### config.mk
export PLATFORM = sky130hd
export DESIGN_NAME = tmr_bank
export DESIGN_NICKNAME = d
export VERILOG_FILES = /design/src/tmr_pkg.sv /design/src/tmr_bank.sv
export SDC_FILE = /design/constraint.sdc
export NUM_CORES = 2
export LEC_CHECK = 0
export BUFFER_PORTS_ARGS = -buffer_cell sky130_fd_sc_hd__buf_4
export CAP_MARGIN = 40
export CORE_MARGIN = 4
export CORE_UTILIZATION = 45
export CTS_CLUSTER_DIAMETER = 120
export CTS_CLUSTER_SIZE = 8
export DETAILED_ROUTE_END_ITERATION = 12
export SLEW_MARGIN = 10
export SYNTH_ARGS = -nofsm -noshare
export SYNTH_HDL_FRONTEND = slang
export SYNTH_SLANG_ARGS = --single-unit
### constraint.sdc
create_clock -name clk -period 15.9 [get_ports clk]
set_input_delay 1.59 -clock clk [delete_from_list [all_inputs] [get_ports clk]]
set_output_delay 1.59 -clock clk [all_outputs]
set_load 0.01 [all_outputs]
### src/tmr_pkg.sv
/*
 * Shared definitions for the triple-redundant 2R1W register file:
 * sizes, bank and vote status enums, and the request, vote and
 * fix structs passed between banks, voters and the scrubber
 */
package tmr_pkg;

    // Word width of every bank
    localparam int DATA_WIDTH = 32;

    // Words held by each bank
    localparam int DEPTH = 64;

    // Address bits needed to cover DEPTH
    localparam int ADDR_WIDTH = 6;

    // Number of redundant copies
    localparam int NUM_BANKS = 3;

    // Width of the saturating scrub counter
    localparam int COUNT_WIDTH = 16;

    // Names one of the three copies
    typedef enum logic [1:0] {
        BANK_0 = 2'd0,
        BANK_1 = 2'd1,
        BANK_2 = 2'd2
    } bank_id_e;

    // Outcome of a word-level majority vote
    typedef enum logic [1:0] {
        VOTE_CLEAN     = 2'd0,
        VOTE_CORRECTED = 2'd1,
        VOTE_FAILED    = 2'd2
    } vote_status_e;

    // Read request for one port
    typedef struct packed {
        logic                  en;
        logic [ADDR_WIDTH-1:0] addr;
    } rd_req_t;

    // Store request, written to all three banks
    typedef struct packed {
        logic                  en;
        logic [ADDR_WIDTH-1:0] addr;
        logic [DATA_WIDTH-1:0] data;
    } wr_req_t;

    // Deterministic fault injection, overwrites a single bank
    typedef struct packed {
        logic                  en;
        bank_id_e              bank;
        logic [ADDR_WIDTH-1:0] addr;
        logic [DATA_WIDTH-1:0] data;
    } inject_t;

    // Combinational result of one voter
    // When all banks differ the data field carries bank 0's word
    typedef struct packed {
        vote_status_e          status;
        bank_id_e              bad_bank;
        logic [ADDR_WIDTH-1:0] addr;
        logic [DATA_WIDTH-1:0] data;
    } vote_t;

    // Scrub write-back into the bank that lost the vote
    typedef struct packed {
        logic                  en;
        bank_id_e              bank;
        logic [ADDR_WIDTH-1:0] addr;
        logic [DATA_WIDTH-1:0] data;
    } fix_req_t;

endpackage

### src/tmr_bank.sv
/*
 * One copy of the register file
 * Two combinational read ports and a single clocked write port that
 * takes the store, the fault injection or the scrub fix, in that order
 */
module tmr_bank #(
    parameter tmr_pkg::bank_id_e bank_idx = tmr_pkg::BANK_0
) (
    input  logic                             clk,
    input  logic [tmr_pkg::ADDR_WIDTH-1:0]   rd1_addr,
    input  logic [tmr_pkg::ADDR_WIDTH-1:0]   rd2_addr,
    input  tmr_pkg::wr_req_t                 wr,
    input  tmr_pkg::inject_t                 inject,
    input  tmr_pkg::fix_req_t                fix,
    output logic [tmr_pkg::DATA_WIDTH-1:0]   rd1_word,
    output logic [tmr_pkg::DATA_WIDTH-1:0]   rd2_word
);

    import tmr_pkg::*;

    // Storage array, contents are not cleared by reset
    logic [DATA_WIDTH-1:0] mem [DEPTH];

    // Injection and fix only take effect when they name this copy
    logic inject_hit;
    logic fix_hit;

    // The fix is applied only when nothing with higher priority uses the port
    logic fix_apply;

    assign inject_hit = inject.en && (inject.bank == bank_idx);
    assign fix_hit    = fix.en && (fix.bank == bank_idx);
    assign fix_apply  = fix_hit && !wr.en && !inject_hit;

    // Both read ports are asynchronous, the voters register the result
    assign rd1_word = mem[rd1_addr];
    assign rd2_word = mem[rd2_addr];

    // Single write port per copy
    // A store always wins since it refreshes all three copies at once
    always_ff @(posedge clk) begin
        if (wr.en) begin
            mem[wr.addr] <= wr.data;
        end else if (inject_hit) begin
            mem[inject.addr] <= inject.data;
        end else if (fix_apply) begin
            mem[fix.addr] <= fix.data;
        end
    end

    // The voter picked this copy as the odd one out, so the word about to
    // be overwritten must really differ from the majority word
    a_fix_targets_bad_word: assert property (
        @(posedge clk) fix_apply |-> (mem[fix.addr] != fix.data)
    ) else $error("bank %0d: fix applied to a word that already matches", bank_idx);

endmodule

Word level (Yosys, flattened, before mapping). Memory sizes are Yosys's and may differ from the RTL's. Cells that the tools add are included.

Multiplexer cells: 15. Reduce and logical (&&, ||, !) cells: 10.

Operators with widths (number): 2-to-1 mux 32 bit (2); OR reduction 32 bit (2); 2-to-1 mux 6 bit (2); 2-to-1 mux 1 bit (11); logical AND 1 bit (4); zero test 2 bit (2); zero test 1 bit (2).

Memories: 1. RAM bits: 2048. Register bits after elaboration: 0. Logic and storage cells: 26.

Memories: mem (words 64, bits a word 32, read ports 2, clocked after memory_dff 0, wr ports 1, line tmr_bank.sv:22) `logic [DATA_WIDTH-1:0] mem [DEPTH];`.

Depth between registers and ports, before layout.
Word-level depth: 10. Depth in mapped cells: 10. Gate-level depth less buffers: 5.

Worst setup path before layout. OpenSTA, ideal clock, no wires.

Kind: input-to-reg. From: input wr[38] (netlist bit). To: memory mem[0][10], data pin. Stages: 5. Arrival: 5429 ps. Buffers on the path: 2. Slack: 9769 ps. Required time: 15198 ps. Setup time: 702 ps. Path through: nor4b_2 > buf_2 > clkbuf_1 > mux2i_1 > o21ai_0.

Cells in the longest elaborated chain, start to end: 9. Elaborated cells between the ends (all ways): 13. Those cells by class: 8 x mux; 5 x reduce/logical.

RTL lines: start: declaration (line tmr_bank.sv:12) `input tmr_pkg::wr_req_t wr,`; zero test 1 bit (line tmr_bank.sv:33) `assign fix_apply = fix_hit && !wr.en && !inject_hit;`; logical AND 1 bit (2 in a row) (line tmr_bank.sv:33); 2-to-1 mux 1 bit (line tmr_bank.sv:46) `end else if (fix_apply) begin`; 2-to-1 mux 1 bit (line tmr_bank.sv:44) `end else if (inject_hit) begin`; 2-to-1 mux 1 bit (line tmr_bank.sv:42) `if (wr.en) begin`; 2-to-1 mux 1 bit (not written as such) (line tmr_bank.sv:47) `mem[fix.addr] <= fix.data;`; OR reduction 32 bit (no source line); 2-to-1 mux 32 bit (no source line) *; end: declaration (line tmr_bank.sv:22).

Mark *: on every way between the ends. The rest lies on a longest branch, timed or not.

Worst setup path in the final report.
From: input rd2_addr[0] (netlist bit). To: output rd2_word[2] (netlist bit).

Cells in the longest elaborated chain, start to end: 1.

RTL lines: start: declaration (line tmr_bank.sv:11) `input logic [tmr_pkg::ADDR_WIDTH-1:0] rd2_addr,`; memory read (64 x 32 bit); end: declaration (line tmr_bank.sv:16) `output logic [tmr_pkg::DATA_WIDTH-1:0] rd2_word`.

Every way passes these cells.

==> reports/metrics.cfg <==
[sta]
tns_ns=0
holdWs_ns=1.444
maxSlewHeadroom=0.3075
rsz0062_at_grt=no
setup_violations=0
finalCritPeriodShare=0.4657
hold_violations=0
fin_ws_ns=8.495
maxSlewViolCount=0
clock.fmax_mhz=135.0
fin_crit_ns=7.405
worst_pin_slew_ns=1.039

[yosys]
ys_ff_latch=2048
synthTopCellsByCount=edfxtp_1 (2048), mux4_2 (1097), mux2i_1 (333)
synth.top_cell.area_share=0.6439
synth_edf_count=2048
synth.most_common_cell=edfxtp_1
synthArstFlopShare=0
synthesis.area_um2=95520
yosysTopAreaCell=edfxtp_1
synth_flop_cell=edfxtp_1
syn_area_per_cell_um2=20.98
ys_seq_area_frac=0.6439
synth_area_leaders=edfxtp_1 (64%), mux4_2 (26%), mux2i_1 (3.5%), buf_2 (0.69%), clkbuf_1 (0.56%)
synth_cells=4553
ys_types=46
syn_nets=4687
yosys_warnings=0

[clocking]
post_cts_buffers=0
clk_pin_slew_ns=0.05
cts-resized-gates=0
tritoncts=built
clockRootBuffer=clkbuf_16
cts_htree_levels=5
cts.path.max_buffers=4
clock-sinks=2048
numCtsBuffers=305
ctsHoldBuffers=0

[floorplanning]
coreArea_um2=210400
die_w_um=468.7
num_io_pins=198
initial_utilization=0.4539
num_rows=168
dieArea_um2=219700
die_h_um=468.7

[routing]
antenna_left=0
wire_per_inst_um=41.90
vias=55018
wl_mm=325.7
drc=0
drtPass1Iterations=6
via_per_inst=7.078
drt_iter0_drc=8406

[setup_path]
path_cells=buf_8 > buf_4 > buf_4 > buf_4 > mux4_2 > mux4_2 > o22ai_1 > nor2_1 > buf_4
cp_slowest_cell=buf_4
cp-end-kind=output port
required_ns=14.31
cp_max_fo=55
crit_arrival_ns=5.82
startpoint_type=input port
setup.worst_path.class=in -> out
slowest_delay_ns=0.68
crit_top_cell=buf_4

[status]
status=complete, no violations

[pwr]
seqPwrFrac=0.473
comb_power_share=0.094
power_w=0.01290
swShare=0.2270
peakVddDrop_uv=82.61
p_int_w=0.009973
p_leak_nw=34.97
power_density_nw_per_um2=116.6
switchingPower_w=0.002929
power_frac_clock=0.434

[min_path]
min_path_type=in -> reg

[grt]
grt_pass1_vias=55245
grt_pass1_wl_mm=447.6
antenna_found_initial=11
grt_max_degree=108
track_usage=0.2975
overflow=0

[placed_design]
dp_hpwl_mm=198.4
port_buffers=197
place_congestion=0.8462
dp_slack_ns=8.378

[finish]
top_regs=mem x2048
drive_gt1_frac=0.4008
area_growth_pct=15.82
fin_nets=5087
top_register=mem
largest_reg_flops=2048

[run]
cap_violations=0

power groups by stage:
| stage | Combinational (W) | Clock (W) | Sequential (W) |
|---|---|---|---|
| floorplan | 0.000708 | 0 | 0.00621 |
| global placement | 0.00118 | 0 | 0.00619 |
| detailed placement | 0.00120 | 0 | 0.00620 |
| CTS | 0.00121 | 0.00566 | 0.00610 |
| global route | 0.00126 | 0.00591 | 0.00610 |
| finish | 0.00121 | 0.00559 | 0.00610 |
cells in the final DEF, fill, tap and decap left out, types with 29 or more instances in the layout:
cell type	n
a211oi_1	30
a21oi_1	42
a221oi_1	60
buf_12	39
buf_16	31
buf_4	362
clkbuf_16	312
edfxtp_1	2048
mux2i_1	333
mux4_2	1097
nand2_1	104
nand3_1	32
nor2_1	54
nor2_4	66
nor2b_1	36
o21ai_0	29
o21ai_4	32
o22ai_1	71
cell type report:
class / instances / area [um^2]
fill: 16076 / 99790
sequential: 2048 / 61500
multi-input combinational: 2145 / 33160
clock buffer: 312 / 7807
timing repair buffer: 448 / 4567
tap: 2805 / 3510
clock inverter: 4 / 42.54
inverter: 5 / 28.78
antenna: 6 / 15.01
kinds of logic (layout without fill, tap and decap cells):
group,after synthesis,after routing,share of synthesized area
multiplexers,1442,1442,0.2950
AO/OA/AOI/OAI,362,362,0.02646
AND/OR/NAND/NOR,341,341,0.01623
other,0,6,0
buffers and inverters,360,769,0.01847
flip-flops,2048,2048,0.6439
per-layer routing:
| metal | share of wire | track usage |
|---|---|---|
| met1 | 0.39 | 0.4300 |
| met5 | 0 | 0 |
| met4 | 0.044 | 0.1147 |
| met3 | 0.12 | 0.07217 |
| met2 | 0.45 | 0.4413 |
stage by stage:
stage          utilization  cell area (um^2)  cells
6_report            0.5258            110600   7773
5_1_grt             0.5257            110600   7768
4_1_cts             0.5251            110500   7759
3_5_place_dp        0.4878            102600   7443
3_3_place_gp        0.4806            101100   7375
2_1_floorplan            -             95520   4553
worst paths after layout:
| check | from | to | cells past startpoint |
|---|---|---|---|
| worst max-delay path | rd2_addr[0] | rd2_word[2] | 9 |
| worst min-delay path | fix[35] | mem[19][16] | 4 |
worst max-delay path: cells and delay by family:
family | cells | cell delay [ns]
AND/OR/NAND/NOR | 1 | 0.11
AO/OA/AOI/OAI | 1 | 0.28
multiplexers | 2 | 1.09
buffers and inverters | 5 | 2.61
Power figures use the tool's default switching activity.
