===== src/tmr_pkg.sv =====
/*
 * Shared definitions for the triple-redundant 2R1W register file:
 * sizes, bank and vote status enums, and the request, vote and
 * fix structs passed between banks, voters and the scrubber
 */
package tmr_pkg;

    // Word width of every bank
    localparam int DATA_WIDTH = 32;

    // Words held by each bank
    localparam int DEPTH = 64;

    // Address bits needed to cover DEPTH
    localparam int ADDR_WIDTH = 6;

    // Number of redundant copies
    localparam int NUM_BANKS = 3;

    // Width of the saturating scrub counter
    localparam int COUNT_WIDTH = 16;

    // Names one of the three copies
    typedef enum logic [1:0] {
        BANK_0 = 2'd0,
        BANK_1 = 2'd1,
        BANK_2 = 2'd2
    } bank_id_e;

    // Outcome of a word-level majority vote
    typedef enum logic [1:0] {
        VOTE_CLEAN     = 2'd0,
        VOTE_CORRECTED = 2'd1,
        VOTE_FAILED    = 2'd2
    } vote_status_e;

    // Read request for one port
    typedef struct packed {
        logic                  en;
        logic [ADDR_WIDTH-1:0] addr;
    } rd_req_t;

    // Store request, written to all three banks
    typedef struct packed {
        logic                  en;
        logic [ADDR_WIDTH-1:0] addr;
        logic [DATA_WIDTH-1:0] data;
    } wr_req_t;

    // Deterministic fault injection, overwrites a single bank
    typedef struct packed {
        logic                  en;
        bank_id_e              bank;
        logic [ADDR_WIDTH-1:0] addr;
        logic [DATA_WIDTH-1:0] data;
    } inject_t;

    // Combinational result of one voter
    // When all banks differ the data field carries bank 0's word
    typedef struct packed {
        vote_status_e          status;
        bank_id_e              bad_bank;
        logic [ADDR_WIDTH-1:0] addr;
        logic [DATA_WIDTH-1:0] data;
    } vote_t;

    // Scrub write-back into the bank that lost the vote
    typedef struct packed {
        logic                  en;
        bank_id_e              bank;
        logic [ADDR_WIDTH-1:0] addr;
        logic [DATA_WIDTH-1:0] data;
    } fix_req_t;

endpackage


===== src/tmr_voter.sv =====
/*
 * Word-level majority voter for one read port
 * Finds the odd copy out, forms the vote result for the scrubber and
 * registers read data and status with a new-data store bypass
 */
module tmr_voter (
    input  logic                             clk,
    input  logic                             arst_n,
    input  tmr_pkg::rd_req_t                 rd,
    input  tmr_pkg::wr_req_t                 wr,
    input  logic [tmr_pkg::DATA_WIDTH-1:0]   word0,
    input  logic [tmr_pkg::DATA_WIDTH-1:0]   word1,
    input  logic [tmr_pkg::DATA_WIDTH-1:0]   word2,
    output tmr_pkg::vote_t                   vote,
    output logic [tmr_pkg::DATA_WIDTH-1:0]   read_data,
    output tmr_pkg::vote_status_e            read_status
);

    import tmr_pkg::*;

    // Pairwise equality of the three copies
    logic eq01;
    logic eq02;
    logic eq12;

    // Store to the address being read in this same cycle
    logic wr_hit;

    assign eq01   = (word0 == word1);
    assign eq02   = (word0 == word2);
    assign eq12   = (word1 == word2);
    assign wr_hit = wr.en && (wr.addr == rd.addr);

    // Vote over whole words
    // Bank 0 is the default suspect whenever words 0 and 1 and words 0
    // and 2 both disagree
    always_comb begin
        vote.addr = rd.addr;
        if (eq01 && eq02) begin
            vote.status   = VOTE_CLEAN;
            vote.bad_bank = BANK_0;
            vote.data     = word0;
        end else if (eq01) begin
            vote.status   = VOTE_CORRECTED;
            vote.bad_bank = BANK_2;
            vote.data     = word0;
        end else if (eq02) begin
            vote.status   = VOTE_CORRECTED;
            vote.bad_bank = BANK_1;
            vote.data     = word0;
        end else if (eq12) begin
            // Banks 1 and 2 outvote bank 0
            vote.status   = VOTE_CORRECTED;
            vote.bad_bank = BANK_0;
            vote.data     = word1;
        end else begin
            // No majority, hand back bank 0's word as is
            vote.status   = VOTE_FAILED;
            vote.bad_bank = BANK_0;
            vote.data     = word0;
        end
    end

    // Output register, one cycle read latency
    // Data and status hold while the port is idle
    always_ff @(posedge clk or negedge arst_n) begin
        if (!arst_n) begin
            read_data   <= '0;
            read_status <= VOTE_CLEAN;
        end else if (rd.en) begin
            if (wr_hit) begin
                // New data behaviour, the store rewrites all copies anyway
                read_data   <= wr.data;
                read_status <= VOTE_CLEAN;
            end else begin
                read_data   <= vote.data;
                read_status <= vote.status;
            end
        end
    end

    // A corrected status always comes from exactly one matching pair of words
    a_corrected_has_pair: assert property (
        @(posedge clk) disable iff (!arst_n)
        (rd.en && !wr_hit && (vote.status == VOTE_CORRECTED))
        |-> ($countones({eq01, eq02, eq12}) == 1)
    ) else $error("voter: corrected vote without exactly two equal words");

endmodule


===== config.mk =====
export PLATFORM = sky130hd
export DESIGN_NAME = tmr_voter
export DESIGN_NICKNAME = d
export VERILOG_FILES = /design/src/tmr_pkg.sv /design/src/tmr_voter.sv
export SDC_FILE = /design/constraint.sdc
export NUM_CORES = 1
export LEC_CHECK = 0
export ABC_AREA = 1
export ABC_CLOCK_PERIOD_IN_PS = 2500
export BUFFER_PORTS_ARGS = -buffer_cell sky130_fd_sc_hd__buf_2
export CELL_PAD_IN_SITES_DETAIL_PLACEMENT = 1
export CELL_PAD_IN_SITES_GLOBAL_PLACEMENT = 2
export CORE_ASPECT_RATIO = 0.8
export CORE_MARGIN = 2
export CORE_UTILIZATION = 23
export DETAILED_ROUTE_END_ITERATION = 8
export GPL_TIMING_DRIVEN = 0
export PLACE_DENSITY_LB_ADDON = 0.08
export SYNTH_ARGS = -nofsm -noshare
export SYNTH_HDL_FRONTEND = slang
export SYNTH_SLANG_ARGS = --single-unit

===== constraint.sdc =====
create_clock -name clk -period 2.5 [get_ports clk]
set_clock_uncertainty 0.15 [all_clocks]
set_input_delay 0.5 -clock clk [delete_from_list [all_inputs] [get_ports clk]]
set_output_delay 0.5 -clock clk [all_outputs]
set_load 0.01 [all_outputs]

# [Yosys cells after proc, flatten, opt, wreduce, memory -nomap -nowiden]
# Index checks and enable logic that the tools add are counted.
[op_classes] n_addsub=0 n_mul=0 n_div=0 magnitude_cmp=0 eq_ne=4 shift=0 mux=10 bitwise=0 n_reduce_logical=2
[op_table] operator="$mux W32" count=5
[op_table] operator="$eq A32 B32 Y1" count=3
[op_table] operator="$mux W4" count=4
[op_table] operator="$eq A6 B6 Y1" count=1
[op_table] operator="$logic_and A1 B1 Y1" count=2
[op_table] operator="$mux W2" count=1
[word_totals] register_bits=34 latchBits=0 ram_bits=0 mem_bits_ro=0 out_inout_bits=76 elab_cells=18 n_memories=0

# [Depth between registers and ports, before layout]
[logic_depth] word_depth=6 mapped_depth=14 ltp_nobuf=13

# [Least setup slack after synthesis]
# OpenSTA, ideal clock, no wires.
[synth_timing] path_type="input-to-output" from="in word0[17] (netlist name)" to="out vote[40] (netlist name)" arrival_time_ps=1612 required_time_ps=1850 slack_ps=238 cell_stages=11 n_path_buf=1 path_cell_list="clkbuf_2 -> inv_1 -> nand2_1 -> nand2_1 -> nor2_1 -> nand2_1 -> nor2_1 -> nand2_1 -> nor2_1 -> nor2_1 -> a21oi_1"
[synth_lines] element="start: declaration" line="tmr_voter.sv:11" rtl="input logic [tmr_pkg::DATA_WIDTH-1:0] word0,"
[synth_lines] element="end: declaration" line="tmr_voter.sv:14" rtl="output tmr_pkg::vote_t vote,"

==> flow_summary.yaml <==
outcome:
  status: "finished with violations"
  violations: "setup timing"
power:
  p_sw_w: 0.000872
  p_clk_frac: 0.316
  vdd_drop_max_v: 0.000214
  total_power_w: 0.00242
  p_comb_frac: 0.424
  p_seq_frac: 0.260
  p_leak_nw: 4.16
  p_int_w: 0.00155
  swShare: 0.360
  p_per_area_nw_per_um2: 315
hold_path:
  hold_class: "in -> async"
setup_path:
  worstSetupStartpoint: "word2[24]"
  worstPathArrival_ns: 1.89
  required_ns: 1.85
  crit_fanout: 5
  crit_chain: "buf_4, xnor2_2, nand2_1, nor2_1, nand2_1, nor2_4, buf_12, nand2_8, clkbuf_16, nand2_4, nand2_2, buf_6"
  slowest_stage: "clkbuf_16"
  cp_common_cell: "nand2_1"
  r2r-end: "read_data[20]"
  critical-path-top-delay-family: "simple AND/OR/NAND/NOR gates"
  crit_type: "in -> out"
  r2r_slack_ns: 1.71
  setup.worst_path.start_class: "primary input"
  timing.rr.start: "read_data[20]"
  cp-end-kind: "output pin"
  cpPeakStageDelay_ns: 0.18
  reg2reg_depth: 2
  crit_buf_inv: 4
detailed_routing:
  wl_um: 21200
  antenna_left: 0
  drt-initial-drc-count: 132
  via_count: 5471
  routed_via_density: 4.22
  wl_per_cell_um: 16.3
  drcViolationCount: 0
  drtPass1Iterations: 4
floorplanning:
  ioPinCount: 220
  rows: 44
  start_util: 0.236
  die_h_um: 127
  dieArea_um2: 19900
  core_area_um2: 18300
  die_w_um: 157
sta:
  fin_crit_ns: 2.54
  finalSetupViolCount: 29
  finalCritPeriodShare: 1.02
  slew_headroom: 0.414
  hold_viol: 0
  rsz0062_at_grt: "yes"
  tightest_slew_ns: 0.879
  drv_slew: 0
  fmax_mhz: 394
  setup_slack_ns: -0.0405
clocking:
  htree_levels: 2
  clkTransAtPathRegs_ns: 0.06
  clockRootBuffer: "clkbuf_16"
  postCtsHoldBufs: 0
  clockBufferDepth: 2
  cts_tree: "done"
  insertion_delay_ns: 0.30
  cts_num_sinks: 34
  cts_buffers: 5
synth:
  ys_types: 22
  synth_cells: 781
  syn-cell-area_um2: 4320
  syn_nets: 925
  synth-seq-cells: 34
  syn_area_per_cell_um2: 5.53
  seq_area_frac_synth: 0.197
  ys_warn_count: 0
global_routing:
  antenna_found_initial: 2
  track_usage: 0.204
  grt_pass1_wl_um: 30300
  grt_max_degree: 35
  overflow: 0
  grt_pass1_vias: 5250
cells_and_area:
  drive_gt1_frac: 0.431
  nNetsFinal: 1185
  fin_area_um2: 7690
  final_util: 0.421
  area_delta_synth_final_pct: 78.2
placement:
  place_area_um2: 5720
  portBuffers: 217
  hpwl_um: 16800
  place_congestion: 0.783
  dp_slack_ns: -0.259
flow_run:
  maxCapViolations: 0
power groups by stage:
stage	registers, W	logic [W]	clock network, W
2_1_floorplan	0.000661	0.000383	0
3_3_place_gp	0.000639	0.000804	0
3_5_place_dp	0.000636	0.000810	0
4_1_cts	0.000630	0.000879	0.000790
5_1_grt	0.000637	0.00114	0.000812
6_report	0.000630	0.00103	0.000766
kinds of logic (layout without fill, tap and decap cells):
logic type,count (synthesis),in the layout,share of synthesized area
XOR/XNOR,75,75,0.152
other,0,2,0
AO/OA/AOI/OAI,37,37,0.0432
flip-flops,34,34,0.197
buffers and inverters,154,414,0.150
AND/OR/NAND/NOR,481,482,0.457
sequential cells by signal, indices dropped and copies added, names as in the netlist:
signal and cells:
read_status 2, read_data 32
through the flow:
step	TNS (ns)	instances	hold slack (ns)
3_5_place_dp	-7.21	1251	0.312
3_3_place_gp	-7.77	1251	0.311
5_1_grt	-3.36	1295	0.232
6_report	-0.551	1297	0.169
2_1_floorplan	0	781	0.0544
4_1_cts	-0.625	1267	0.193
layout make-up:
| class | count | area (um^2) |
|---|---|---|
| antenna | 2 | 5.00 |
| buffer | 29 | 230 |
| clock buffer | 5 | 125 |
| clock inverter | 3 | 45.0 |
| fill | 2374 | 10600 |
| inverter | 124 | 478 |
| multi-input combinational | 594 | 3670 |
| sequential | 34 | 851 |
| tap | 253 | 317 |
| timing repair buffer | 253 | 1960 |
synth_stat cells, drive strengths merged:
cell type	number	area share
dfrtp	34	0.20
nand3	69	0.080
clkinv	2	0.0017
inv	122	0.11
nand2	354	0.32
nand4	3	0.0043
xnor2	61	0.12
o21ai	34	0.039
clkbuf	10	0.0090
xor2	14	0.028
buf	20	0.034
nor2	55	0.051
o22ai	1	0.0015
a21oi	2	0.0023
worst reg2reg max path, delay by kind of cell, from the launching register on:
kind          cells  cell delay, ns
flops             1            0.39
simple gates      2            0.15
how the worst max path moves through the flow:
stage | endpoint | slack [ns] | cells after the start
3_3_place_gp | vote[20] | -0.28 | 11
3_5_place_dp | vote[20] | -0.26 | 11
4_1_cts | vote[1] | -0.04 | 13
2_1_floorplan | vote[40] | 0.24 | 11
6_report | vote[30] | -0.04 | 12
5_1_grt | vote[2] | -0.14 | 14
repair_timing:
item | 4_1_cts | 5_1_grt
endpoints found under the setup margin | 35 | 36
endpoints found under the hold margin | 0 | 0
cloned | 1 | 6
pin swaps | 14 | 50
setup buffers | 8 | 23
resized for setup | 94 | 264
routing by layer:
metal,up-vias,GRT usage,routed length [um],share of wire
met5,-,0,0,0
met1,2468,0.306,10500,0.50
met4,0,0.0369,148,0.0070
met3,8,0.0512,1510,0.071
li1,2850,-,-,-
met2,145,0.295,9010,0.43
cells in the final DEF, fill, tap and decap left out, types with 14 or more instances in the layout:
cell type and n:
nand2_2 46, buf_4 39, o21ai_0 34, nand3_2 15, buf_2 146, xnor2_2 16
xor2_1 14, nand3_1 49, nor2_1 39, nand2_1 269, xnor2_1 38, inv_2 22
dfrtp_1 34, buf_6 58, nand2_4 36, inv_1 97
Note: power is estimated with default switching activity, not from simulation.
