**config.mk**
```make
export PLATFORM = sky130hd
export DESIGN_NAME = tmr_scrubber
export DESIGN_NICKNAME = d
export VERILOG_FILES = /design/src/tmr_pkg.sv /design/src/tmr_scrubber.sv
export SDC_FILE = /design/constraint.sdc
export NUM_CORES = 1
export LEC_CHECK = 0
export BUFFER_PORTS_ARGS = -buffer_cell sky130_fd_sc_hd__buf_2
export CAP_MARGIN = 15
export CORE_ASPECT_RATIO = 0.8
export CORE_MARGIN = 5
export CORE_UTILIZATION = 32
export DETAILED_ROUTE_END_ITERATION = 8
export GPL_TIMING_DRIVEN = 0
export PLACE_DENSITY_LB_ADDON = 0.15
export RECOVER_POWER = 100
export SLEW_MARGIN = 20
export SYNTH_ARGS = -nofsm -noshare
export SYNTH_HDL_FRONTEND = slang
export SYNTH_SLANG_ARGS = --single-unit
```
**constraint.sdc**
```tcl
create_clock -name clk -period 3 [get_ports clk]
set_clock_uncertainty 0.1 [all_clocks]
set_input_delay 0.75 -clock clk [delete_from_list [all_inputs] [get_ports clk]]
set_output_delay 0.75 -clock clk [all_outputs]
set_load 0.02 [all_outputs]
```
**src/tmr_pkg.sv**
```systemverilog
/*
 * Shared definitions for the triple-redundant 2R1W register file:
 * sizes, bank and vote status enums, and the request, vote and
 * fix structs passed between banks, voters and the scrubber
 */
package tmr_pkg;

    // Word width of every bank
    localparam int DATA_WIDTH = 32;

    // Words held by each bank
    localparam int DEPTH = 64;

    // Address bits needed to cover DEPTH
    localparam int ADDR_WIDTH = 6;

    // Number of redundant copies
    localparam int NUM_BANKS = 3;

    // Width of the saturating scrub counter
    localparam int COUNT_WIDTH = 16;

    // Names one of the three copies
    typedef enum logic [1:0] {
        BANK_0 = 2'd0,
        BANK_1 = 2'd1,
        BANK_2 = 2'd2
    } bank_id_e;

    // Outcome of a word-level majority vote
    typedef enum logic [1:0] {
        VOTE_CLEAN     = 2'd0,
        VOTE_CORRECTED = 2'd1,
        VOTE_FAILED    = 2'd2
    } vote_status_e;

    // Read request for one port
    typedef struct packed {
        logic                  en;
        logic [ADDR_WIDTH-1:0] addr;
    } rd_req_t;

    // Store request, written to all three banks
    typedef struct packed {
        logic                  en;
        logic [ADDR_WIDTH-1:0] addr;
        logic [DATA_WIDTH-1:0] data;
    } wr_req_t;

    // Deterministic fault injection, overwrites a single bank
    typedef struct packed {
        logic                  en;
        bank_id_e              bank;
        logic [ADDR_WIDTH-1:0] addr;
        logic [DATA_WIDTH-1:0] data;
    } inject_t;

    // Combinational result of one voter
    // When all banks differ the data field carries bank 0's word
    typedef struct packed {
        vote_status_e          status;
        bank_id_e              bad_bank;
        logic [ADDR_WIDTH-1:0] addr;
        logic [DATA_WIDTH-1:0] data;
    } vote_t;

    // Scrub write-back into the bank that lost the vote
    typedef struct packed {
        logic                  en;
        bank_id_e              bank;
        logic [ADDR_WIDTH-1:0] addr;
        logic [DATA_WIDTH-1:0] data;
    } fix_req_t;

endpackage

```
**src/tmr_scrubber.sv**
```systemverilog
/*
 * Scrub controller shared by both read ports
 * Picks at most one write-back per cycle with port 1 first, drops fixes
 * that collide with a store, counts written fixes and flags failed votes
 */
module tmr_scrubber (
    input  logic                              clk,
    input  logic                              arst_n,
    input  tmr_pkg::vote_t                    vote1,
    input  tmr_pkg::vote_t                    vote2,
    input  logic                              rd1_en,
    input  logic                              rd2_en,
    input  tmr_pkg::wr_req_t                  wr,
    output tmr_pkg::fix_req_t                 fix,
    output logic [tmr_pkg::COUNT_WIDTH-1:0]   scrub_count,
    output logic                              uncorrectable
);

    import tmr_pkg::*;

    // A store to the voted address makes the vote stale
    logic wr_hit1;
    logic wr_hit2;

    // Ports asking for a write-back this cycle
    logic cand1;
    logic cand2;

    // Ports that will return VOTE_FAILED on the next cycle
    logic fail1;
    logic fail2;

    assign wr_hit1 = wr.en && (wr.addr == vote1.addr);
    assign wr_hit2 = wr.en && (wr.addr == vote2.addr);

    assign cand1 = rd1_en && (vote1.status == VOTE_CORRECTED) && !wr_hit1;
    assign cand2 = rd2_en && (vote2.status == VOTE_CORRECTED) && !wr_hit2;

    // A bypassed read returns clean data, so it never reports a failure
    assign fail1 = rd1_en && (vote1.status == VOTE_FAILED) && !wr_hit1;
    assign fail2 = rd2_en && (vote2.status == VOTE_FAILED) && !wr_hit2;

    // Fix selection, port 1 wins and port 2's request is dropped
    // Identical requests from both ports collapse into the one fix
    always_comb begin
        if (cand1) begin
            fix.en   = 1'b1;
            fix.bank = vote1.bad_bank;
            fix.addr = vote1.addr;
            fix.data = vote1.data;
        end else if (cand2) begin
            fix.en   = 1'b1;
            fix.bank = vote2.bad_bank;
            fix.addr = vote2.addr;
            fix.data = vote2.data;
        end else begin
            fix.en   = 1'b0;
            fix.bank = BANK_0;
            fix.addr = '0;
            fix.data = '0;
        end
    end

    // Saturating count of written fixes
    always_ff @(posedge clk or negedge arst_n) begin
        if (!arst_n) begin
            scrub_count <= '0;
        end else if (fix.en && !(&scrub_count)) begin
            scrub_count <= scrub_count + 1'b1;
        end
    end

    // One-cycle pulse lined up with the registered read data
    always_ff @(posedge clk or negedge arst_n) begin
        if (!arst_n) begin
            uncorrectable <= 1'b0;
        end else begin
            uncorrectable <= fail1 || fail2;
        end
    end

    // A fix never races a store to the same word
    a_fix_store_exclusive: assert property (
        @(posedge clk) disable iff (!arst_n)
        fix.en |-> (!wr.en || (wr.addr != fix.addr))
    ) else $error("scrubber: fix collided with a store");

endmodule

```
# After elaboration in Yosys (flattened, before gate mapping)
# Cells that the tools add are included.
dict set report classes {
  add_sub_neg 1
  reduce_logical 16
  eq_ne 6
  n_mux 2
}
# operator n
set op_table {}
lappend op_table {{two-way mux 41 bit} 2}
lappend op_table {{adder 16 x 1 -> 16 bit (second input constant)} 1}
lappend op_table {{AND reduction 16 bit} 1}
lappend op_table {{equality test 6 bit} 2}
lappend op_table {{logical AND 1 bit} 11}
lappend op_table {{equality test 2 x 1 -> 1 bit (second input constant)} 2}
lappend op_table {{equality test 2 bit (second input constant)} 2}
lappend op_table {{zero test 1 bit} 3}
lappend op_table {{logical OR 1 bit} 1}
dict set report totals {
  reg_bits 17
  input_bits 127
  output_inout_bits 58
}

# Logic depth before layout (Yosys ltp)
# Gate-level depths: netlist of run 1.
dict set report depth {
  word_depth 7
  mapped_depth 6
  mapped_depth_nobuf 5
}

# Worst setup path before layout of run 1
# Ideal clock, no wire load.
dict set report synth_path {
  kind {input to output}
  startpoint {input wr[36] in the netlist's numbering}
  endpoint {output fix[0] in the netlist's numbering}
  arrival_ns 2.176
  cell_stages 6
  path_buffers 1
  path_slack_ns -0.026
  path_cell_list {xnor2_1 -> nand4_1 -> o41a_1 -> nor2_1 -> clkbuf_1 -> a22o_1}
}
# element line_no
set synth_lines {}
lappend synth_lines {{from (decl)} tmr_scrubber.sv:13} ;# input tmr_pkg::wr_req_t wr,
lappend synth_lines {{to (decl)} tmr_scrubber.sv:14} ;# output tmr_pkg::fix_req_t fix,

==> results of run 1 <==
-- cells by family after synthesis --
group,after synthesis,share of synthesized area (%)
XOR/XNOR,27,16.2
multiplexers,1,0.772
AND/OR/NAND/NOR,35,13.0
AO/OA/AOI/OAI,62,35.9
flip-flops,17,29.2
adder cells (fa/ha/maj),1,0.857
buffers and inverters,13,4.20
-- worst max-delay path by stage --
stage / startpoint / endpoint / slack (ns)
CTS: vote1[37] / fix[33] / -0.18
detailed placement: wr[36] / fix[33] / -0.58
global placement: wr[36] / fix[30] / -0.56
finish: wr[33] / fix[31] / -0.19
floorplan: wr[36] / fix[0] / -0.03
global route: vote1[36] / fix[29] / -0.25
-- cells in the mapped netlist --
master and count:
o21ai_0 2, or4b_4 1, nor2_1 4, o41ai_1 1, xnor2_1 10, and4_1 1
a21oi_1 3, buf_6 1, nand2_1 11, dfrtp_1 17, mux2_2 1, clkbuf_1 8
and3b_1 1, a211oi_1 8, or3b_1 1, buf_4 1, xor2_1 17, o41ai_2 1
and2_1 1, a21oi_2 1, o41a_1 1, nand3_1 6, o2111ai_1 1, inv_1 2
a2111oi_0 3, buf_2 1, o31ai_1 1, nand4_1 7, a22o_1 40, ha_1 1
and3_1 2
-- worst max-delay path, stage by stage --
cell and delay, ns:
buf_2 0.13, xor2_2 0.20, o41a_1 0.54, nor2_4 0.14
buf_12 0.14, clkbuf_8 0.14, a22o_1 0.16, buf_6 0.13
-- cell type report --
| class | instances | area [um2] | area share, % |
|---|---|---|---|
| well taps | 60 | 75.1 | 2.60 |
| plain buffers | 11 | 97.6 | 3.38 |
| inverters | 2 | 7.51 | 0.260 |
| flip-flops and latches | 17 | 425 | 14.7 |
| multi-input cells | 126 | 1050 | 36.2 |
| clock buffers | 4 | 45.0 | 1.56 |
| repair buffers | 169 | 1190 | 41.3 |
-- layer usage --
layer	track usage (%)	share of wire, %	up-vias
met2	35.3	51	84
met3	5.90	7.7	14
li1	-	-	964
met4	5.62	2.2	0
met5	0	0	-
met1	23.2	39	921
-- where the power goes --
part	switching, mW	total, mW	internal [mW]	leakage, nW
Sequential	0.0635	0.344	0.281	0.212
Clock	0.0761	0.170	0.0942	0.0228
Combinational	0.281	0.507	0.226	1.19
Total	0.421	1.02	0.601	1.43
-- registers in the layout, indices dropped and copies added (netlist names) --
signal         flops
uncorrectable      1
scrub_count       16
-- repair_timing --
| action | 4_1_cts | 5_1_grt |
|---|---|---|
| setup endpoints to repair | 41 | 41 |
| setup buffers | 2 | 11 |
| gates cloned | 4 | 0 |
| gates resized for setup | 101 | 18 |
| pin swaps | 9 | 6 |
-- per-stage QoR --
step	util, %	setup slack, ns	instances	TNS [ns]	power [mW]
2_1_floorplan	-	-0.0264	156	-1.06	0.592
3_3_place_gp	51.1	-0.563	368	-21.05	0.782
3_5_place_dp	51.1	-0.580	368	-21.11	0.787
4_1_cts	61.4	-0.179	378	-6.62	1.01
5_1_grt	64.4	-0.253	389	-9.21	1.09
6_report	64.4	-0.188	389	-6.20	1.02
==> results.yml, run 1 <==
clock_network:
  hold_buffers: 0
  cts_made_buffers: 3
  insertion_delay_ns: 0.25
  cts_buffer_depth: 2
  cts_sinks: 17
  cts.clk_slew.worst_paths_ns: 0.06
  cts_tree: "yes"
  htreeDepth: 1
  cts-root-buf: "clkbuf_8"
placed_design:
  dp_hpwl_mm: 4.80
  place_area_um2: 2290
  port_buffers: 152
  gp_congestion: 0.819
grt:
  grt_max_degree: 18
  antenna_found_initial: 0
  grt_pass1_vias: 2094
  grt_usage_pct: 20.0
  grt_pass1_wl_mm: 9.87
  overflow: 0
finish:
  n_antenna_cell: 0
  drive_gt1_share_pct: 53.2
  finalNetCount: 458
  fin_area_um2: 2890
  most-common-layout-cells: "87 x buf_2, 45 x buf_6, 40 x a22o_1"
  fillCellCount: 389
  syn_to_final_growth_pct: 98.1
  final_common_cell: "buf_2"
detailed_routing:
  drc: 0
  first_pass_iters: 4
  vias: 1983
  first_iter_violations: 58
  wl_per_cell_um: 16.7
  viasPerCell: 5.10
  wl_mm: 6.50
  ant_nets: 0
hold_path:
  worstHoldPathType: "flip-flop to flip-flop"
  whs_path_depth: 1
  hold_end: "scrub_count[10]"
  hp-start: "scrub_count[10]"
timing:
  layout_min_cycle_time_ns: 3.19
  finalHoldViolCount: 0
  holdWs_ns: 0.383
  post-route-period-util_pct: 106
  rsz0062_at_grt: "true"
  fmax_mhz: 314
  setup_viol: 40
  setup_slack_ns: -0.188
  tightestPinTransition_ns: 0.903
  drv_slew: 0
  slew_headroom_pct: 39.8
yosys:
  yosysTopAreaCell: "dfrtp_1"
  synth-seq-area-share_pct: 29.2
  yosysWarnings: 0
  synth_area_leaders: "dfrtp_1 29%, a22o_1 24%, xor2_1 10%, xnor2_1 6.0%, a211oi_1 4.1%"
  synthDominantCellAreaShare_pct: 29.2
  syn_area_um2: 1460
  syn_avg_cell_area_um2: 9.35
  synth-seq-cells: 17
  syn_inst: 156
  synth_cell_types: 31
  syn_nets: 284
die:
  start_util_pct: 32.5
  row_count: 22
  dieArea_um2: 6020
  io-pin-count: 185
  die_h_um: 70.4
  chipWidth_um: 85.5
  core_area_um2: 4490
critical_path:
  rr_worst_depth: 6
  start_kind: "input pin"
  r2r_setup_slack_ns: 0.74
  endpoint_kind: "output port"
  r2r-end: "scrub_count[1]"
  regToRegStartpoint: "scrub_count[7]"
  arrival_ns: 2.34
  path_max_fanout: 8
  critical_path_class: "input pin to output port"
  cp.required_ns: 2.15
status:
  violations: "setup timing"
  status: "finished with violations"
job:
  maxCapViolations: 0
pwr:
  max-vdd-ir-drop_v: 0.000269
  power.density_nw_per_um2: 353
  p_leak_nw: 1.43
No activity file was read; power rests on OpenSTA's default activity.
==> run 2, diff against run 1 <==
Settings changed: MAX_ROUTING_LAYER set to met4, SLEW_MARGIN 20 to not set.
==> run 2 against run 1 <==
Compared with the run above:
- the flow still finishes with violations (setup timing)
- sequential power about the same
- clock-buffer cell count did not move
- utilization did not move
- first-iteration DRC count is 1.7% higher
- total power about the same
- sequential cell count is the same
- wire length hardly changed
- global-route usage grew 0.55 points
- via count down 0.30%
- highest routed layer unchanged
==> results.yml, run 2 (synthesis results as in run 1) <==
die:
  row_count: 22
  core_area_um2: 4490
  dieArea_um2: 6020
  start_util_pct: 32.5
  io-pin-count: 185
  die_h_um: 70.4
  chipWidth_um: 85.5
detailed_routing:
  viasPerCell: 5.08
  wl_mm: 6.50
  wl_per_cell_um: 16.7
  vias: 1977
  first_pass_iters: 4
  first_iter_violations: 59
  drc: 0
  ant_nets: 0
clock_network:
  insertion_delay_ns: 0.25
  cts.clk_slew.worst_paths_ns: 0.06
  cts_made_buffers: 3
  cts_buffer_depth: 2
  cts_tree: "yes"
  htreeDepth: 1
  hold_buffers: 0
  cts_sinks: 17
  cts-root-buf: "clkbuf_8"
timing:
  fmax_mhz: 314
  post-route-period-util_pct: 106
  setup_slack_ns: -0.187
  finalSetupTns_ns: -6.17
  drv_slew: 0
  slew_headroom_pct: 39.8
  setup_viol: 40
  layout_min_cycle_time_ns: 3.19
  finalHoldViolCount: 0
  tightestPinTransition_ns: 0.903
  rsz0062_at_grt: "true"
  holdWs_ns: 0.383
critical_path:
  endpoint: "fix[31]"
  cp.required_ns: 2.15
  rr_worst_depth: 6
  critical_path_class: "input pin to output port"
  endpoint_kind: "output port"
  regToRegStartpoint: "scrub_count[7]"
  r2r-end: "scrub_count[1]"
  r2r_setup_slack_ns: 0.74
  path_max_fanout: 8
  cp-startpoint: "wr[33]"
  start_kind: "input pin"
  arrival_ns: 2.34
finish:
  largest-register: "scrub_count"
  final_common_cell: "buf_2"
  top_regs: "scrub_count: 16 flops, uncorrectable: 1 flops"
  n_antenna_cell: 0
  final_core_util_pct: 64.4
  syn_to_final_growth_pct: 98.1
  drive_gt1_share_pct: 53.2
  largest_register_ffs: 16
  most-common-layout-cells: "87 x buf_2, 45 x buf_6, 40 x a22o_1"
  finalNetCount: 458
grt:
  overflow: 0
  grt_max_degree: 18
  top_usage_layer: "met2"
  grt_pass1_vias: 2098
  grt_util_met3_pct: 3.54
  use_met2_pct: 35.3
  grtUsageMet1_pct: 24.7
  grt_pass1_wl_mm: 9.86
  antenna_found_initial: 0
  grt_usage_pct: 20.5
pwr:
  max-vdd-ir-drop_v: 0.000269
  power.density_nw_per_um2: 354
  p_leak_nw: 1.43
placed_design:
  dp_hpwl_mm: 4.80
  port_buffers: 152
  gp_congestion: 0.831
job:
  maxCapViolations: 0
status:
  violations: "setup timing"
  status: "finished with violations"
hold_path:
  worstHoldPathType: "flip-flop to flip-flop"
run 2: how the worst min path moves through the flow:
| stage | start | endpoint | slack (ns) | cells past startpoint |
|---|---|---|---|---|
| CTS | arst_n | scrub_count[12] | 0.32 | 1 |
| finish | scrub_count[10] | scrub_count[10] | 0.38 | 1 |
| global route | scrub_count[10] | scrub_count[10] | 0.41 | 1 |
| floorplan | arst_n | scrub_count[0] | 0.35 | 0 |
| detailed placement | scrub_count[10] | scrub_count[10] | 0.37 | 1 |
| global placement | scrub_count[10] | scrub_count[10] | 0.37 | 1 |
run 2: worst max-delay path, stage by stage:
cell and delay, ns:
buf_2 0.13, xor2_2 0.20, o41a_1 0.54, nor2_4 0.14
buf_12 0.14, clkbuf_8 0.14, a22o_1 0.16, buf_6 0.13
run 2: metrics by stage:
stage / cell area [um2] / instances / setup WS (ns) / total power, mW
2_1_floorplan: 1460 / 156 / -0.0264 / 0.592
3_3_place_gp: 2290 / 368 / -0.563 / 0.782
3_5_place_dp: 2290 / 368 / -0.580 / 0.787
4_1_cts: 2750 / 378 / -0.179 / 1.01
5_1_grt: 2890 / 389 / -0.253 / 1.09
6_report: 2890 / 389 / -0.187 / 1.02
run 2: cell type report:
type / count / area, um2
Clock buffer: 4 / 45.0
Tap cell: 60 / 75.1
Inverter: 2 / 7.51
Multi-Input combinational cell: 126 / 1050
Sequential cell: 17 / 425
Fill cell: 389 / 1600
Timing Repair Buffer: 169 / 1190
Buffer: 11 / 97.6
run 2: per-layer routing:
layer	vias to the layer above	wire length, um
met2	84	3320
li1	964	-
met3	14	390
met5	-	0
met1	915	2650
met4	0	146
run 2: report_power, final:
group	internal, mW	switching (mW)
clock	0.0942	0.0761
combinational	0.226	0.282
sequential	0.281	0.0635
total	0.601	0.421
run 2: repair_timing:
action | 4_1_cts | 5_1_grt
gates cloned | 4 | 0
pin swaps | 9 | 6
buffers inserted | 2 | 11
resized for setup | 101 | 18
endpoints found under the setup margin | 41 | 41
==> run 3, diff against run 2 <==
Settings changed: SKIP_CTS_REPAIR_TIMING set to 1.
==> run 3 against run 2 <==
Compared with the run above:
- the run still ends with setup timing left
- register-to-register slack better by 0.04 ns
- via count down 1.4%
- first-iteration DRC count up 39%
- sequential share of layout area up 0.80 points
- global-route usage down 2.2 points
- maximum frequency down 2.7%
- largest cell class unchanged
==> results.yml, run 3 (synthesis results as in run 1) <==
finish:
  largest-register: "scrub_count"
  finalNetCount: 447
  final_common_cell: "buf_2"
  fin_area_um2: 2740
  final_core_util_pct: 61.1
  top_regs: "scrub_count: 16 flops, uncorrectable: 1 flops"
  drive_gt1_share_pct: 56.0
  fillCellCount: 387
  most-common-layout-cells: "114 x buf_2, 44 x buf_6, 40 x a22o_1"
  n_antenna_cell: 0
  largest_register_ffs: 16
  syn_to_final_growth_pct: 87.9
placed_design:
  port_buffers: 152
  place_area_um2: 2290
  gp_congestion: 0.831
  place_ws_ns: -0.580
  dp_hpwl_mm: 4.80
critical_path:
  r2r_setup_slack_ns: 0.78
  arrival_ns: 2.43
  r2r-end: "scrub_count[1]"
  rr_worst_depth: 6
  endpoint_kind: "output port"
  cp.required_ns: 2.15
  critical_path_class: "input pin to output port"
  regToRegStartpoint: "scrub_count[7]"
  path_max_fanout: 7
  start_kind: "input pin"
clock_network:
  cts_buffer_depth: 2
  insertion_delay_ns: 0.25
  cts_tree: "yes"
  cts-root-buf: "clkbuf_8"
  htreeDepth: 1
  cts_made_buffers: 3
  cts_sinks: 17
  cts.clk_slew.worst_paths_ns: 0.06
detailed_routing:
  ant_nets: 0
  first_pass_iters: 4
  vias: 1949
  viasPerCell: 5.16
  drc: 0
  wl_mm: 6.29
  wl_per_cell_um: 16.6
  first_iter_violations: 82
timing:
  setup_viol: 41
  layout_min_cycle_time_ns: 3.28
  post-route-period-util_pct: 109
  finalHoldViolCount: 0
  rsz0062_at_grt: "true"
  tightestPinTransition_ns: 0.888
  drv_slew: 0
  setup_slack_ns: -0.276
  fmax_mhz: 305
  slew_headroom_pct: 40.8
grt:
  grt_pass1_vias: 1901
  overflow: 0
  grtUsageMet1_pct: 22.7
  grt_usage_pct: 18.3
  grt_util_met3_pct: 4.01
  top_usage_layer: "met2"
  use_met2_pct: 30.5
  antenna_found_initial: 0
  grt_max_degree: 18
  grt_pass1_wl_mm: 8.88
die:
  chipWidth_um: 85.5
  row_count: 22
  io-pin-count: 185
  dieArea_um2: 6020
  core_area_um2: 4490
  start_util_pct: 32.5
  die_h_um: 70.4
job:
  maxCapViolations: 0
hold_path:
  worstHoldPathType: "flip-flop to flip-flop"
  whs_path_depth: 1
  hp-start: "scrub_count[10]"
  hold_end: "scrub_count[10]"
pwr:
  max-vdd-ir-drop_v: 0.000291
  power.density_nw_per_um2: 368
  p_leak_nw: 1.41
status:
  violations: "setup timing"
  status: "finished with violations"
==> run 3: where the power goes <==
| group | switching [mW] | internal, mW | total (mW) |
|---|---|---|---|
| logic | 0.275 | 0.224 | 0.499 |
| clock network | 0.0738 | 0.0942 | 0.168 |
| registers | 0.0607 | 0.281 | 0.341 |
| total | 0.409 | 0.599 | 1.01 |
==> run 3: layout make-up <==
class                   instances  area, um2  area share [%]
inverters                       2       7.51           0.274
multi-input cells             126       1010            36.9
well taps                      60       75.1            2.74
clock buffers                   4       45.0            1.64
plain buffers                  11        115            4.20
repair buffers                158       1060            38.7
flip-flops and latches         17        425            15.5
==> run 3: per-layer routing <==
metal	part of all wire, %	vias up	wire [um]
met5	0	-	0
met4	1.1	0	72
met3	7.9	6	497
met2	52	90	3280
met1	39	912	2440
li1	-	941	-
==> run 3: critical path, cell delays in order <==
cell     delay (ns)
buf_2          0.12
xnor2_1        0.14
nand4_1        0.20
o41a_1         0.49
nor2_4         0.15
buf_12         0.15
buf_8          0.11
a22o_1         0.16
buf_6          0.13
==> run 3: per-stage QoR <==
stage,TNS (ns),hold slack [ns],std cells,power (mW)
finish,-9.33,0.378,378,1.01
global route,-11.73,0.406,378,1.08
CTS,-21.56,0.322,372,0.956
detailed placement,-21.11,0.368,368,0.787
global placement,-21.05,0.374,368,0.782
floorplan,-1.06,0.354,156,0.592
==> run 3: worst max path at each step <==
stage          startpoint      end  slack (ns)  depth (start not counted)
2_1_floorplan      wr[36]   fix[0]       -0.03                          6
3_3_place_gp       wr[36]  fix[30]       -0.56                          8
3_5_place_dp       wr[36]  fix[33]       -0.58                          8
4_1_cts            wr[36]  fix[33]       -0.59                          8
5_1_grt         vote1[36]  fix[29]       -0.33                          9
6_report           wr[37]  fix[29]       -0.28                          9
